**src/design/lsu_pkg.sv**
```systemverilog
package lsu_pkg;

    // ~~~~~~~~~~~~~~~~~~~~~~~~~~~~~~~~~~~~~~~~
    // widths and memory map
    // ~~~~~~~~~~~~~~~~~~~~~~~~~~~~~~~~~~~~~~~~

    localparam int ADDR_W     = 32;
    localparam int DATA_W     = 32;
    localparam int TAG_W      = 5;
    localparam int SRAM_WORDS = 256;
    localparam int SRAM_IDX_W = $clog2(SRAM_WORDS);

    localparam logic [ADDR_W-1:0] SRAM_BASE       = 32'h8000_0000;
    // the reset window spans the whole memory.
    localparam logic [ADDR_W-1:0] WIN_RESET_BASE  = SRAM_BASE;
    localparam logic [ADDR_W-1:0] WIN_RESET_LIMIT = SRAM_BASE + SRAM_WORDS * 4 - 4;

    localparam logic WIN_SEL_BASE  = 1'b0;
    localparam logic WIN_SEL_LIMIT = 1'b1;

    // ~~~~~~~~~~~~~~~~~~~~~~~~~~~~~~~~~~~~~~~~
    // encodings
    // ~~~~~~~~~~~~~~~~~~~~~~~~~~~~~~~~~~~~~~~~

    typedef enum logic [1:0] {MEM_NONE, MEM_LOAD, MEM_STORE} mem_op_t;

    // the size code doubles as the bus size field (log2 of the byte count).
    typedef enum logic [1:0] {SIZE_BYTE, SIZE_HALF, SIZE_WORD} mem_size_t;

    typedef enum logic [1:0] {RESP_OKAY = 2'd0, RESP_SLVERR = 2'd2} resp_t;

    typedef enum logic [1:0] {LSU_IDLE, LSU_READ, LSU_WRITE} lsu_state_t;

    // natural alignment of an address for an access size.
    function automatic logic addr_aligned(logic [ADDR_W-1:0] addr, mem_size_t size);
        logic ok;
        case (size)
            SIZE_HALF: ok = (addr[0] == 1'b0);
            SIZE_WORD: ok = (addr[1:0] == 2'b00);
            default:   ok = 1'b1;
        endcase
        return ok;
    endfunction

endpackage

```
**src/design/mem_window_regs.sv**
```systemverilog
`timescale 1ns/1ns

module mem_window_regs (
    input  logic                       clk,
    input  logic                       rst,
    input  logic                       cfg_we,
    input  logic                       cfg_sel,
    input  logic [lsu_pkg::ADDR_W-1:0] cfg_wdata,
    output logic [lsu_pkg::ADDR_W-1:0] win_base,
    output logic [lsu_pkg::ADDR_W-1:0] win_limit
);
    import lsu_pkg::*;

    logic [ADDR_W-1:0] word_wdata;

    // both bounds are word addresses.
    assign word_wdata = {cfg_wdata[ADDR_W-1:2], 2'b00};

    // ~~~~~~~~~~~~~~~~~~~~~~~~~~~~~~~~~~~~~~~~
    // window registers
    // ~~~~~~~~~~~~~~~~~~~~~~~~~~~~~~~~~~~~~~~~

    always_ff @(posedge clk or posedge rst) begin
        if (rst) begin
            win_base  <= WIN_RESET_BASE;
            win_limit <= WIN_RESET_LIMIT;
        end else if (cfg_we) begin
            case (cfg_sel)
                WIN_SEL_BASE: begin
                    win_base <= word_wdata;
                end
                WIN_SEL_LIMIT: begin
                    win_limit <= word_wdata;
                end
            endcase
        end
    end

    // the limit register is inclusive, so base == limit leaves one word open.

endmodule

```
**config.mk**
```make
export PLATFORM = sky130hd
export DESIGN_NAME = mem_window_regs
export DESIGN_NICKNAME = d
export VERILOG_FILES = /design/src/design/lsu_pkg.sv /design/src/design/mem_window_regs.sv
export SDC_FILE = /design/constraint.sdc
export NUM_CORES = 1
export LEC_CHECK = 0
export ABC_AREA = 1
export BUFFER_PORTS_ARGS = -buffer_cell sky130_fd_sc_hd__buf_4
export CORE_MARGIN = 2
export CORE_UTILIZATION = 51
export CTS_CLUSTER_SIZE = 8
export DETAILED_ROUTE_END_ITERATION = 12
export PLACE_DENSITY_LB_ADDON = 0.15
export SLEW_MARGIN = 20
export SYNTH_ARGS = -nofsm -noshare
export SYNTH_HDL_FRONTEND = slang
export SYNTH_SLANG_ARGS = --single-unit
export TNS_END_PERCENT = 1
```
**constraint.sdc**
```tcl
create_clock -name clk -period 3.7 [get_ports clk]
set_clock_uncertainty 0.05 [all_clocks]
set_input_delay 0.74 -clock clk [delete_from_list [all_inputs] [get_ports clk]]
set_output_delay 0.74 -clock clk [all_outputs]
set_load 0.01 [all_outputs]
```
==> run metrics, run 1 <==
result of the run finished clean; HP Start win_limit[9]; number of levels the H-tree was split into 3; Critical path origin cfg_we; area growth from synthesis to layout 35.79%; remaining routing DRC violations 0; startpoint class of the critical path input port; final number of hold-violating endpoints 0; Tightest Pin Transition 1.055 ns; CP endpoint kind flop; first-pass detailed-route iteration total 4; all-layer global routing usage 23.02%; Yosys warnings 0; R2R cell count 2; setup slack after placement 1.162 ns; Final Routed Wirelength 5.802 mm; Clock Root Buffer sky130_fd_sc_hd__clkbuf_8; classification of the worst setup path input port to flop; number of vias after detailed routing 2093; reported leakage power 1.824 nW; remaining global-route overflow 0; post-cts sizing count 0; CP dominant cell by count sky130_fd_sc_hd__nand2_1; worst path arrival time 2.36 ns; final-report setup violation count 0; Ports 100; placed instance area 0.003083 sq mm; CTS tree yes; share of the cycle needed by the critical path after routing 59.30%; mean instance size in the synthesized netlist 8.987 sq um; first-pass GRT wire length 9.232 mm; Tot Pwr 1.691 mW; HPWL after detailed placement 3.672 mm; Detailed Route Iter0 Violations 180; delay of the slowest critical-path stage 0.80 ns; CORE AREA 0.004629 sq mm; Achievable Freq 0.4558 GHz; clock latency on the worst-skew pair 0.33 ns; x dimension of the die 72.72 um; routed length per instance 14.01 um; cell area after layout 0.003271 sq mm; antenna violation net count after detailed routing 0; Setup Total Neg Slack 0 ns; number of cells on the critical path 4; # fillers 397; power density relative to cell area 516.9 mW/mm^2; Max FO, Critical Path 62; Vert. Die Dim 72.72 um; library cells used by synthesis 9; crit path max-delay cell type sky130_fd_sc_hd__nand2_1; post-route setup slack 1.506 ns; Max clock buf depth 2; cell type group with the largest total delay on the critical path simple AND/OR/NAND/NOR gates; Data required, critical path 3.86 ns; cell count of the worst hold path 2; origin of the critical flop-to-flop path win_limit[6]; number of synthesized register bits 60; number of buffers inserted by post-CTS setup repair 0; via count normalized by instance count 5.056; max-slew violation count 0; TritonCTS Buffers 9; crit path time final 2.194 ns; setup repair after global routing missed its margin false; Clk pin slew, worst setup/hold paths 0.06 ns; fraction of final layout cells with drive strength greater than 1 33.33%; number of global-route vias before repair 1943; count of port buffers added during placement 93; max-cap viol count 0; number of antenna repair diodes 0; row count 25; routability cong. 0.7593; synthesized instance count 268; largest net degree at the start of global routing 63; Worst Path Buf+Inv 1; initial standard-cell utilization of the core 52.03%; Die Outline Area 0.005288 sq mm; total of hold buffers inserted after clock tree synthesis 0; clk sink count 60; cell area after synthesis 0.002409 sq mm; ordered cell list for the critical path buf_4 > nand2_1 > nand2_1 > nand2_1; antenna violations before repair 0; count of nets after finishing 391; worst slew slack as a fraction of its limit 29.48%; largest voltage drop on the vdd net 0.3559 mV; share of synthesized area occupied by flip-flops and latches 62.86%; class of the tightest hold or removal check flop to flop
-- metrics by stage --
stage	util (%)	hold slack, ns	instances
after floorplan	-	0.4184	271
after global placement	66.59	0.4017	398
after detailed placement	66.59	0.4031	398
after CTS	70.65	0.4129	414
after global routing	70.65	0.4326	414
final	70.65	0.4115	414
-- logic make-up after synthesis --
group | share of synthesized area, %
buffers and inverters | 5.506
flip-flops | 62.86
other | 0.1557
AND/OR/NAND/NOR | 31.48
-- power breakdown --
part	switching [mW]	leakage (nW)	internal, mW
logic	0.170	1.01	0.160
registers	0.0464	0.723	0.749
clock network	0.236	0.0947	0.330
total	0.453	1.82	1.24
-- worst reg2reg max path, stage by stage (launching register included) --
cell	delay (ns)
sky130_fd_sc_hd__dfstp_2	0.53
sky130_fd_sc_hd__nand2_1	0.05
sky130_fd_sc_hd__nand2_1	0.10
-- cell usage in the layout (no fill, tap or decap), drive strengths merged --
master and instances:
nand2 122, buf 96, nand3 60, dfrtp 50, clkbuf 14, dfstp 10, conb 4, inv 2
bufinv 1, clkinv 1
-- layer usage --
layer	vias up	global-route usage [%]	share of wire [%]
met4	0	8.025	1.2
met5	-	0	0
met2	78	35.56	49
met1	986	30.99	43
li1	1022	-	-
met3	7	7.182	7.0
-- registers in the layout, summed over array words and instances, names as in the netlist --
| name | count |
|---|---|
| win_base | 30 |
| win_limit | 30 |
-- cell usage after synthesis, drive strengths merged --
| library cell | instances | area share, % |
|---|---|---|
| nand2 | 122 | 19 |
| inv | 2 | 0.31 |
| nand3 | 60 | 12 |
| dfstp | 10 | 11 |
| dfrtp | 50 | 52 |
| conb | 1 | 0.16 |
| buf | 23 | 5.2 |
-- path summary, 6_finish.rpt --
kind                                      end  slack (ns)
worst max-delay path            win_limit[27]        1.51
worst min-delay path             win_limit[9]        0.41
worst max register to register   win_limit[6]        2.91
worst min register to register   win_limit[9]        0.41
max in group asynchronous        win_base[31]        2.42
min in group asynchronous       win_limit[21]        0.45
-- area by class of cell --
class / count / area, sq um / share of cell area [%]
tap: 54 / 67.56 / 2.066
inverter: 2 / 7.507 / 0.2295
clock buffer: 14 / 152.6 / 4.667
timing repair buffer: 96 / 720.7 / 22.04
multi-input combinational: 186 / 773.2 / 23.64
clock inverter: 2 / 35.03 / 1.071
sequential: 60 / 1514 / 46.29
(Power assumes the default switching activity.)
==> run 2: changes to the inputs <==
--- a/config.mk
+++ b/config.mk
@@ -8,7 +8,7 @@
 export ABC_AREA = 1
 export BUFFER_PORTS_ARGS = -buffer_cell sky130_fd_sc_hd__buf_4
 export CORE_MARGIN = 2
-export CORE_UTILIZATION = 51
+export CORE_UTILIZATION = 43
 export CTS_CLUSTER_SIZE = 8
 export DETAILED_ROUTE_END_ITERATION = 12
 export PLACE_DENSITY_LB_ADDON = 0.15
==> constraint.sdc (replaced) <==
create_clock -name clk -period 2 [get_ports clk]
set_clock_uncertainty 0.05 [all_clocks]
set_input_delay 0.4 -clock clk [delete_from_list [all_inputs] [get_ports clk]]
set_output_delay 0.4 -clock clk [all_outputs]
set_load 0.01 [all_outputs]
==> run 2 against run 1 <==
Against the previous run:
- final area increased by 2.9%
- non-clock buffer count increased by 6
- clock-buffer cell count increased by 1
- cell count increased by 5.8%
- via count increased by 0.91%
- sequential power increased by 85%
- sequential share of layout area decreased by 1.3 points
- largest power group unchanged
- power increased by 85%
==> run metrics, run 2 (synthesis results as in run 1) <==
antenna violation net count after detailed routing 0; setup slack after placement 0.4899 ns; Setup Total Neg Slack 0 ns; Achievable Freq 0.7029 GHz; cell area after layout 0.003367 sq mm; routed length per instance 13.48 um; Vert. Die Dim 78.84 um; Die Outline Area 0.006216 sq mm; placed instance area 0.003176 sq mm; classification of the worst setup path flop to primary output; reported leakage power 1.867 nW; number of vias after detailed routing 2112; startpoint class of the critical path flop; number of global-route vias before repair 2026; area growth from synthesis to layout 39.79%; share of the cycle needed by the critical path after routing 71.14%; ordered cell list for the critical path buf_4; remaining global-route overflow 0; routability cong. 0.7280; first-pass detailed-route iteration total 4; Ports 100; class of the tightest hold or removal check input port to asynchronous set/reset pin; number of buffers inserted by post-CTS setup repair 0; HPWL after detailed placement 4.043 mm; utilization after layout 61.52%; CP endpoint kind primary output; post-cts sizing count 0; worst path arrival time 0.97 ns; cell type group with the largest total delay on the critical path flip-flops; multi-input gate area in the final layout 773.2 sq um; Detailed Route Iter0 Violations 108; count of port buffers added during placement 93; crit path time final 1.423 ns; Worst Path Buf+Inv 1; Data required, critical path 1.55 ns; largest voltage drop on the vdd net 0.4836 mV; clock latency on the worst-skew pair 0.31 ns; first-pass GRT wire length 9.873 mm; max-cap viol count 0; placed cell count 422; count of non-filler cells in the finished layout 438; TritonCTS Buffers 9; number of levels the H-tree was split into 3; total of hold buffers inserted after clock tree synthesis 0; antenna violations before repair 0; Clk pin slew, worst setup/hold paths 0.07 ns; number of antenna repair diodes 0; all-layer global routing usage 20.64%; CTS tree yes; Clock Root Buffer sky130_fd_sc_hd__clkbuf_8; remaining routing DRC violations 0; via count normalized by instance count 4.822; clk sink count 60; fraction of final layout cells with drive strength greater than 1 34.97%; delay of the slowest critical-path stage 0.53 ns; largest net degree at the start of global routing 35; Final Routed Wirelength 5.904 mm; final number of hold-violating endpoints 0; max-slew violation count 0; leading cell type in the layout, fill and taps excluded sky130_fd_sc_hd__nand2_1; area taken by flip-flops and latches 0.001514 sq mm; CORE AREA 0.005473 sq mm; Max FO, Critical Path 2; x dimension of the die 78.84 um; final-report setup violation count 0; Max clock buf depth 2; initial standard-cell utilization of the core 44.01%; crit path max-delay cell type sky130_fd_sc_hd__dfstp_2; hold slack 0.007308 ns; Tot Pwr 3.123 mW; # fillers 523; Largest regs win_base (30), win_limit (30); post-route setup slack 0.5773 ns; setup repair after global routing missed its margin false; result of the run finished clean; most frequent cells in the layout sky130_fd_sc_hd__nand2_1 (122), sky130_fd_sc_hd__buf_4 (100), sky130_fd_sc_hd__nand3_1 (60); row count 27; power density relative to cell area 927.4 mW/mm^2; count of nets after finishing 397
run 2: report_power, final:
group | leakage [nW] | switching [mW] | total, mW | internal [mW]
sequential | 0.723 | 0.0869 | 1.47 | 1.38
combinational | 1.04 | 0.317 | 0.625 | 0.309
clock | 0.0997 | 0.440 | 1.03 | 0.585
total | 1.87 | 0.844 | 3.12 | 2.28
run 2: worst paths after layout:
path	startpoint	cells past startpoint	end	slack, ns
setup / recovery	win_base[31]	1	win_base[31]	0.58
hold / removal	rst	2	win_base[6]	0.007
setup reg to reg	win_limit[5]	2	win_limit[5]	1.25
hold reg to reg	win_limit[3]	2	win_limit[3]	0.41
max in group asynchronous	rst	3	win_limit[7]	1.32
min in group clk	cfg_wdata[2]	3	win_limit[2]	0.25
run 2: area by class of cell:
| type | count | area share [%] |
|---|---|---|
| multi-input combinational | 186 | 22.97 |
| sequential | 60 | 44.96 |
| clock buffer | 15 | 5.537 |
| timing repair buffer | 102 | 23.49 |
| tap | 72 | 2.676 |
| clock inverter | 1 | 0.1486 |
| inverter | 2 | 0.2230 |
run 2: routing by layer:
metal	global-route usage [%]	part of all wire, %
met1	27.86	45
met2	32.39	47
met3	6.250	7.5
met4	6.207	0.46
met5	0	0
