### src/design/lsu_pkg.sv
package lsu_pkg;

    // ~~~~~~~~~~~~~~~~~~~~~~~~~~~~~~~~~~~~~~~~
    // widths and memory map
    // ~~~~~~~~~~~~~~~~~~~~~~~~~~~~~~~~~~~~~~~~

    localparam int ADDR_W     = 32;
    localparam int DATA_W     = 32;
    localparam int TAG_W      = 5;
    localparam int SRAM_WORDS = 256;
    localparam int SRAM_IDX_W = $clog2(SRAM_WORDS);

    localparam logic [ADDR_W-1:0] SRAM_BASE       = 32'h8000_0000;
    // the reset window spans the whole memory.
    localparam logic [ADDR_W-1:0] WIN_RESET_BASE  = SRAM_BASE;
    localparam logic [ADDR_W-1:0] WIN_RESET_LIMIT = SRAM_BASE + SRAM_WORDS * 4 - 4;

    localparam logic WIN_SEL_BASE  = 1'b0;
    localparam logic WIN_SEL_LIMIT = 1'b1;

    // ~~~~~~~~~~~~~~~~~~~~~~~~~~~~~~~~~~~~~~~~
    // encodings
    // ~~~~~~~~~~~~~~~~~~~~~~~~~~~~~~~~~~~~~~~~

    typedef enum logic [1:0] {MEM_NONE, MEM_LOAD, MEM_STORE} mem_op_t;

    // the size code doubles as the bus size field (log2 of the byte count).
    typedef enum logic [1:0] {SIZE_BYTE, SIZE_HALF, SIZE_WORD} mem_size_t;

    typedef enum logic [1:0] {RESP_OKAY = 2'd0, RESP_SLVERR = 2'd2} resp_t;

    typedef enum logic [1:0] {LSU_IDLE, LSU_READ, LSU_WRITE} lsu_state_t;

    // natural alignment of an address for an access size.
    function automatic logic addr_aligned(logic [ADDR_W-1:0] addr, mem_size_t size);
        logic ok;
        case (size)
            SIZE_HALF: ok = (addr[0] == 1'b0);
            SIZE_WORD: ok = (addr[1:0] == 2'b00);
            default:   ok = 1'b1;
        endcase
        return ok;
    endfunction

endpackage

### src/design/mem_bus_if.sv
`timescale 1ns/1ns

interface mem_bus_if;
    import lsu_pkg::*;

    // write address and data channels.
    logic              aw_valid;
    logic              aw_ready;
    logic [ADDR_W-1:0] aw_addr;
    mem_size_t         aw_size;
    logic              w_valid;
    logic              w_ready;
    logic [DATA_W-1:0] w_data;
    logic [3:0]        w_strb;

    // write response.
    logic              b_valid;
    logic              b_ready;
    resp_t             b_resp;

    // read address and data channels.
    logic              ar_valid;
    logic              ar_ready;
    logic [ADDR_W-1:0] ar_addr;
    mem_size_t         ar_size;
    logic              r_valid;
    logic              r_ready;
    logic [DATA_W-1:0] r_data;
    resp_t             r_resp;

    modport master (
        output aw_valid, aw_addr, aw_size, w_valid, w_data, w_strb, b_ready,
        output ar_valid, ar_addr, ar_size, r_ready,
        input  aw_ready, w_ready, b_valid, b_resp, ar_ready, r_valid, r_data, r_resp
    );

    modport slave (
        input  aw_valid, aw_addr, aw_size, w_valid, w_data, w_strb, b_ready,
        input  ar_valid, ar_addr, ar_size, r_ready,
        output aw_ready, w_ready, b_valid, b_resp, ar_ready, r_valid, r_data, r_resp
    );

endinterface

### src/design/lsu.sv
`timescale 1ns/1ns

module lsu (
    input  logic                         clk,
    input  logic                         rst,
    input  logic                         req_valid,
    input  lsu_pkg::mem_op_t             req_op,
    input  lsu_pkg::mem_size_t           req_size,
    input  logic                         req_signed,
    input  logic [lsu_pkg::ADDR_W-1:0]   req_addr,
    input  logic [lsu_pkg::DATA_W-1:0]   req_wdata,
    input  logic [lsu_pkg::TAG_W-1:0]    req_tag,
    output logic                         lsu_ready,
    output logic                         resp_valid,
    output logic [lsu_pkg::TAG_W-1:0]    resp_tag,
    output logic [lsu_pkg::DATA_W-1:0]   resp_data,
    output logic                         resp_fault,
    mem_bus_if.master                    bus
);
    import lsu_pkg::*;

    lsu_state_t        state;
    mem_size_t         size_q;
    logic              signed_q;
    logic [1:0]        off_q;
    logic              accept;
    logic              ar_done;
    logic              r_done;
    logic              w_done;
    logic              b_done;
    logic [DATA_W-1:0] r_shifted;
    logic [DATA_W-1:0] load_data;
    logic [3:0]        store_strb;

    assign lsu_ready = (state == LSU_IDLE);
    assign accept    = req_valid && lsu_ready;

    assign ar_done = bus.ar_valid && bus.ar_ready;
    assign r_done  = bus.r_valid && bus.r_ready;
    assign w_done  = bus.aw_valid && bus.aw_ready && bus.w_valid && bus.w_ready;
    assign b_done  = bus.b_valid && bus.b_ready;

    // ~~~~~~~~~~~~~~~~~~~~~~~~~~~~~~~~~~~~~~~~
    // data alignment
    // ~~~~~~~~~~~~~~~~~~~~~~~~~~~~~~~~~~~~~~~~

    always_comb begin
        case (req_size)
            SIZE_BYTE: store_strb = 4'b0001 << req_addr[1:0];
            SIZE_HALF: store_strb = 4'b0011 << req_addr[1:0];
            default:   store_strb = 4'b1111;
        endcase
    end

    // the addressed lane is moved down to bit 0 before extension.
    assign r_shifted = bus.r_data >> {off_q, 3'b000};

    always_comb begin
        case (size_q)
            SIZE_BYTE: load_data = {{24{signed_q & r_shifted[7]}}, r_shifted[7:0]};
            SIZE_HALF: load_data = {{16{signed_q & r_shifted[15]}}, r_shifted[15:0]};
            default:   load_data = r_shifted;
        endcase
    end

    // ~~~~~~~~~~~~~~~~~~~~~~~~~~~~~~~~~~~~~~~~
    // request FSM and channel handshakes
    // ~~~~~~~~~~~~~~~~~~~~~~~~~~~~~~~~~~~~~~~~

    always_ff @(posedge clk or posedge rst) begin
        if (rst) begin
            state        <= LSU_IDLE;
            resp_valid   <= 1'b0;
            resp_fault   <= 1'b0;
            bus.ar_valid <= 1'b0;
            bus.r_ready  <= 1'b0;
            bus.aw_valid <= 1'b0;
            bus.w_valid  <= 1'b0;
            bus.b_ready  <= 1'b0;
        end else begin
            resp_valid <= 1'b0;
            case (state)
                LSU_IDLE: begin
                    if (accept) begin
                        case (req_op)
                            MEM_LOAD: begin
                                bus.ar_valid <= 1'b1;
                                state        <= LSU_READ;
                            end
                            MEM_STORE: begin
                                bus.aw_valid <= 1'b1;
                                bus.w_valid  <= 1'b1;
                                state        <= LSU_WRITE;
                            end
                            default: begin
                                resp_valid <= 1'b1;
                                resp_fault <= 1'b0;
                            end
                        endcase
                    end
                end
                LSU_READ: begin
                    // the response pulse is out, so the unit frees up next cycle.
                    if (resp_valid) begin
                        state <= LSU_IDLE;
                    end
                    if (ar_done) begin
                        bus.ar_valid <= 1'b0;
                        bus.r_ready  <= 1'b1;
                    end
                    if (r_done) begin
                        bus.r_ready <= 1'b0;
                        resp_valid  <= 1'b1;
                        resp_fault  <= (bus.r_resp != RESP_OKAY);
                    end
                end
                LSU_WRITE: begin
                    if (resp_valid) begin
                        state <= LSU_IDLE;
                    end
                    if (w_done) begin
                        bus.aw_valid <= 1'b0;
                        bus.w_valid  <= 1'b0;
                        bus.b_ready  <= 1'b1;
                    end
                    if (b_done) begin
                        bus.b_ready <= 1'b0;
                        resp_valid  <= 1'b1;
                        resp_fault  <= (bus.b_resp != RESP_OKAY);
                    end
                end
                default: state <= LSU_IDLE;
            endcase
        end
    end

    // request fields and channel payloads.
    always_ff @(posedge clk) begin
        if (accept) begin
            resp_tag <= req_tag;
            size_q   <= req_size;
            signed_q <= req_signed;
            off_q    <= req_addr[1:0];
            case (req_op)
                MEM_LOAD: begin
                    bus.ar_addr <= req_addr;
                    bus.ar_size <= req_size;
                end
                MEM_STORE: begin
                    bus.aw_addr <= req_addr;
                    bus.aw_size <= req_size;
                    bus.w_data  <= req_wdata << {req_addr[1:0], 3'b000};
                    bus.w_strb  <= store_strb;
                end
                default: resp_data <= req_addr;
            endcase
        end
        if (r_done) begin
            resp_data <= load_data;
        end
        if (b_done) begin
            resp_data <= bus.aw_addr;
        end
    end

    // ~~~~~~~~~~~~~~~~~~~~~~~~~~~~~~~~~~~~~~~~
    // assertions
    // ~~~~~~~~~~~~~~~~~~~~~~~~~~~~~~~~~~~~~~~~

    a_req_aligned: assert property (@(posedge clk) disable iff (rst)
        accept && (req_op != MEM_NONE) |-> addr_aligned(req_addr, req_size));

    // a read request may not be withdrawn or changed while the memory stalls it.
    a_ar_hold: assert property (@(posedge clk) disable iff (rst)
        bus.ar_valid && !bus.ar_ready |=> bus.ar_valid && $stable(bus.ar_addr));

endmodule

### src/flat_wrapper.sv
// flat-port wrapper written by rule: the top's interface ports become plain ports
module lsu_flat import lsu_pkg::*;
  (clk, rst, req_valid, req_op, req_size, req_signed, req_addr, req_wdata, req_tag, lsu_ready, resp_valid, resp_tag, resp_data, resp_fault, bus_aw_valid, bus_aw_addr, bus_aw_size, bus_w_valid, bus_w_data, bus_w_strb, bus_b_ready, bus_ar_valid, bus_ar_addr, bus_ar_size, bus_r_ready, bus_aw_ready, bus_w_ready, bus_b_valid, bus_b_resp, bus_ar_ready, bus_r_valid, bus_r_data, bus_r_resp);
  mem_bus_if bus_i ();
  input  logic clk;
  input  logic rst;
  input  logic req_valid;
  input  lsu_pkg::mem_op_t req_op;
  input  lsu_pkg::mem_size_t req_size;
  input  logic req_signed;
  input  logic [lsu_pkg::ADDR_W-1:0] req_addr;
  input  logic [lsu_pkg::DATA_W-1:0] req_wdata;
  input  logic [lsu_pkg::TAG_W-1:0] req_tag;
  output logic lsu_ready;
  output logic resp_valid;
  output logic [lsu_pkg::TAG_W-1:0] resp_tag;
  output logic [lsu_pkg::DATA_W-1:0] resp_data;
  output logic resp_fault;
  output wire logic [$bits(bus_i.aw_valid)-1:0] bus_aw_valid;
  output wire logic [$bits(bus_i.aw_addr)-1:0] bus_aw_addr;
  output wire logic [$bits(bus_i.aw_size)-1:0] bus_aw_size;
  output wire logic [$bits(bus_i.w_valid)-1:0] bus_w_valid;
  output wire logic [$bits(bus_i.w_data)-1:0] bus_w_data;
  output wire logic [$bits(bus_i.w_strb)-1:0] bus_w_strb;
  output wire logic [$bits(bus_i.b_ready)-1:0] bus_b_ready;
  output wire logic [$bits(bus_i.ar_valid)-1:0] bus_ar_valid;
  output wire logic [$bits(bus_i.ar_addr)-1:0] bus_ar_addr;
  output wire logic [$bits(bus_i.ar_size)-1:0] bus_ar_size;
  output wire logic [$bits(bus_i.r_ready)-1:0] bus_r_ready;
  input wire logic [$bits(bus_i.aw_ready)-1:0] bus_aw_ready;
  input wire logic [$bits(bus_i.w_ready)-1:0] bus_w_ready;
  input wire logic [$bits(bus_i.b_valid)-1:0] bus_b_valid;
  input wire logic [$bits(bus_i.b_resp)-1:0] bus_b_resp;
  input wire logic [$bits(bus_i.ar_ready)-1:0] bus_ar_ready;
  input wire logic [$bits(bus_i.r_valid)-1:0] bus_r_valid;
  input wire logic [$bits(bus_i.r_data)-1:0] bus_r_data;
  input wire logic [$bits(bus_i.r_resp)-1:0] bus_r_resp;
  assign bus_aw_valid = bus_i.aw_valid;
  assign bus_aw_addr = bus_i.aw_addr;
  assign bus_aw_size = bus_i.aw_size;
  assign bus_w_valid = bus_i.w_valid;
  assign bus_w_data = bus_i.w_data;
  assign bus_w_strb = bus_i.w_strb;
  assign bus_b_ready = bus_i.b_ready;
  assign bus_ar_valid = bus_i.ar_valid;
  assign bus_ar_addr = bus_i.ar_addr;
  assign bus_ar_size = bus_i.ar_size;
  assign bus_r_ready = bus_i.r_ready;
  assign bus_i.aw_ready = bus_aw_ready;
  assign bus_i.w_ready = bus_w_ready;
  assign bus_i.b_valid = bus_b_valid;
  assign bus_i.b_resp = bus_b_resp;
  assign bus_i.ar_ready = bus_ar_ready;
  assign bus_i.r_valid = bus_r_valid;
  assign bus_i.r_data = bus_r_data;
  assign bus_i.r_resp = bus_r_resp;
  lsu u_core (.clk(clk), .rst(rst), .req_valid(req_valid), .req_op(req_op), .req_size(req_size), .req_signed(req_signed), .req_addr(req_addr), .req_wdata(req_wdata), .req_tag(req_tag), .lsu_ready(lsu_ready), .resp_valid(resp_valid), .resp_tag(resp_tag), .resp_data(resp_data), .resp_fault(resp_fault), .bus(bus_i));
endmodule
### config.mk
export PLATFORM = sky130hd
export DESIGN_NAME = lsu_flat
export DESIGN_NICKNAME = d
export VERILOG_FILES = /design/src/design/lsu_pkg.sv /design/src/design/mem_bus_if.sv /design/src/design/lsu.sv /design/src/flat_wrapper.sv
export SDC_FILE = /design/constraint.sdc
export NUM_CORES = 1
export LEC_CHECK = 0
export BUFFER_PORTS_ARGS = -buffer_cell sky130_fd_sc_hd__buf_2
export CAP_MARGIN = 20
export CORE_MARGIN = 1
export CORE_UTILIZATION = 28
export DETAILED_ROUTE_END_ITERATION = 7
export PLACE_DENSITY = 0.54
export SLEW_MARGIN = 15
export SYNTH_ARGS = -nofsm -noshare
export SYNTH_HDL_FRONTEND = slang
export SYNTH_SLANG_ARGS = --single-unit
### constraint.sdc
create_clock -name clk -period 4.08 [get_ports clk]
set_input_delay 0.408 -clock clk [delete_from_list [all_inputs] [get_ports clk]]
set_output_delay 0.408 -clock clk [all_outputs]
set_load 0.005 [all_outputs]
==> run metrics <==
CTS Sinks 154; Die Ht 155.9 um; post-synth top area cell edfxtp_1; share of the synthesized area in the top cell type 66.15%; clk_lat worst skew 420 ps; largest net degree at the start of global routing 72; slew margin rel. 24.71%; Final period util 68.50%; first-pass GRT wire length 28,810 um; Distinct cells, synth 36; Filler Cells Inserted 2,306; Worst Hold Margin 165.1 ps; placed wire-length estimate 14,100 um; CP arrival 2920 ps; Area growth, synth to finish 33.51%; GRT Util Overall 16.07%; Final ANT Viol Nets 0; Post-synth ARST share 5.195%; FF+latch count, synth 154; row count 55; # setup viols final 0; Critical Path Start Type flop; Setup WS post-layout 1285 ps; Post-CTS Setup Bufs 0; WL per Instance 18.31 um; Clock power frac 32.3%; initial DRC count 180; Worst Path Max Fanout 19; Num CTS Buffers 17; total die area 0.02429 mm^2; Final Non-Filler Cells 1,054; Mean Syn Cell Area 14.25 um^2; Reg2Reg Depth 4; vias in the first global route 4,853; initial core utilization 28.92%; Via Count 4,815; GRT overflow 0; layout net count 850; predominant post-synthesis flop cell edfxtp_1; Sw Pwr 1.471 mW; Clock transition at path regs 60 ps; Worst setup EP type flop; Net Sw Frac 29.51%; TritonCTS clock tree built; core box area 0.02292 mm^2; final hold vios 0; critical path type flop to flop; clk_skew 7.470 ps; setup TNS 0 ps; status finished, final reports clean; Seq pwr share 44.5%; vias per cell 4.568; pwr dens 563.4 mW/mm^2; post-placement cell area 0.008242 mm^2; fin crit period 2795 ps; placed insts 1,019; synthesized area 0.006628 mm^2; peak supply drop 0.0002366 V; DRC viols 0; drt pass-1 iters 6; Post-synth EDFFs 146; drt total wl 19,300 um; RSZ-0062 raised after global routing no; htree depth 4; number of I/O pins 267; Syn Nets 589; Slew @ Worst Pin 1129 ps; fin util 38.61%; antenna violations before repair 3; layout cell share with drive strength beyond 1 44.11%; Synth area leaders edfxtp_1 (66%), mux2i_1 (7.2%), dfrtp_1 (3.0%); post-synthesis sequential area ratio 69.17%; die width 155.9 um; synthesized instance count 465; placer congestion estimate 0.7512; CTS max path bufs 2; Static Leak 3.590 nW; Internal Pwr Total 3.514 mW; IO Port Bufs 266; FMAX 357.8 MHz; total of max-cap violations 0; Hold Crit Class input pin to flop; Yosys warnings 0; Slew Limit Fails 0; worst hold stages 1; post-route design area 0.008848 mm^2; CP required 4210 ps; pre-CTS WS 1301 ps; Pwr Total 4.985 mW; Root Buffer clkbuf_16; Logic pwr share 23.2%
-- layout make-up --
type                            instances  area (um^2)  area share, %
Clock buffer                           23        478.0          5.402
Timing Repair Buffer                  270         1364          15.41
Multi-Input combinational cell        276         1886          21.31
Clock inverter                          9        113.9          1.287
Inverter                                7        26.28         0.2969
Sequential cell                       154         4584          51.81
Tap cell                              313        391.6          4.426
Antenna cell                            2        5.005        0.05656
-- worst paths after layout --
kind | start | to | slack [ps]
setup reg to reg | u_core.off_q[1]$_DFFE_PP_ | u_core.resp_data[30]$_DFFE_PP_ | 1290
max in group asynchronous | rst | u_core.state[0]$_DFFE_PP0P_ | 3330
min in group asynchronous | rst | u_core.bus.aw_valid$_DFFE_PP0P_ | 490
hold / removal | req_tag[3] | u_core.resp_tag[3]$_DFFE_PP_ | 170
hold reg to reg | u_core.resp_fault$_DFFE_PP0P_ | u_core.resp_fault$_DFFE_PP0P_ | 510
setup / recovery | u_core.off_q[1]$_DFFE_PP_ | u_core.resp_data[30]$_DFFE_PP_ | 1290
-- layout by cell type (no fill, tap or decap), types with 2 or more instances in the layout --
master / count
and2_1: 10
nor2b_1: 16
ha_1: 6
buf_4: 3
o2bb2ai_1: 9
a211oi_1: 8
nand3_1: 4
a32o_1: 2
o22ai_1: 24
nand2b_1: 3
bufinv_16: 2
a21oi_1: 31
mux2_2: 8
o21ai_0: 15
a31oi_1: 3
clkbuf_16: 17
clkbuf_8: 3
clkbuf_1: 3
diode_2: 2
edfxtp_1: 146
inv_1: 7
a22oi_1: 2
nor2_1: 22
clkinvlp_4: 3
nand2_1: 40
or2_2: 2
dfrtp_1: 8
buf_2: 266
a21oi_2: 11
inv_6: 2
mux2i_1: 48
-- synth_stat cells (all sizes together) (2+ instances only) --
| master | n |
|---|---|
| edfxtp | 146 |
| nand2 | 41 |
| nand2b | 3 |
| dfrtp | 8 |
| a21oi | 42 |
| and3 | 2 |
| a22oi | 2 |
| mux2 | 8 |
| nor2b | 16 |
| mux2i | 49 |
| a211oi | 8 |
| ha | 6 |
| inv | 7 |
| or2 | 2 |
| o2bb2ai | 9 |
| o22ai | 24 |
| nor2 | 22 |
| buf | 20 |
| clkbuf | 8 |
| and2 | 10 |
| a32o | 2 |
| a31oi | 4 |
| nand3 | 5 |
| o21ai | 16 |
-- flip-flops by register name, summed over array words and instances (netlist names), 2 cells and up --
register            flops
u_core.bus.ar_addr     32
u_core.bus.ar_size      2
u_core.bus.aw_addr     32
u_core.bus.aw_size      2
u_core.bus.w_data      32
u_core.bus.w_strb       4
u_core.off_q            2
u_core.resp_data       32
u_core.resp_tag         5
u_core.size_q           2
u_core.state            2
-- critical path, stage by stage (launching register included) --
cell and delay (ps):
edfxtp_1 1010, mux2i_1 350, a221oi_2 100, a21oi_2 880, a21oi_1 150
-- cells by family (layout without fill, tap and decap cells) --
group,Yosys count,after routing,share of synthesized area (%)
adder cells (fa/ha/maj),6,6,1.133
multiplexers,57,57,8.816
AO/OA/AOI/OAI,112,112,11.23
flip-flops,154,154,69.17
buffers and inverters,35,309,2.586
AND/OR/NAND/NOR,101,101,7.061
other,0,2,0
-- power groups by stage --
stage | Combinational [mW] | Clock (mW) | Sequential (mW)
finish | 1.16 | 1.61 | 2.22
global route | 1.29 | 1.71 | 2.25
CTS | 1.19 | 1.65 | 2.22
detailed placement | 1.18 | 0 | 2.25
global placement | 1.17 | 0 | 2.25
floorplan | 0.638 | 0 | 2.25
-- repair_timing --
| item | in CTS | in global routing |
|---|---|---|
| resized for setup | 0 | 0 |
| hold buffers | 1 | 0 |
| endpoints found under the hold margin | 8 | 0 |
-- layer usage --
metal | track usage, % | vias to the layer above | part of all wire (%)
met5 | 0 | - | 0.067
met4 | 4.669 | 2 | 1.1
met3 | 6.194 | 18 | 9.0
met2 | 26.13 | 219 | 47
met1 | 19.71 | 2272 | 42
li1 | - | 2304 | -
(Power assumes the default switching activity.)
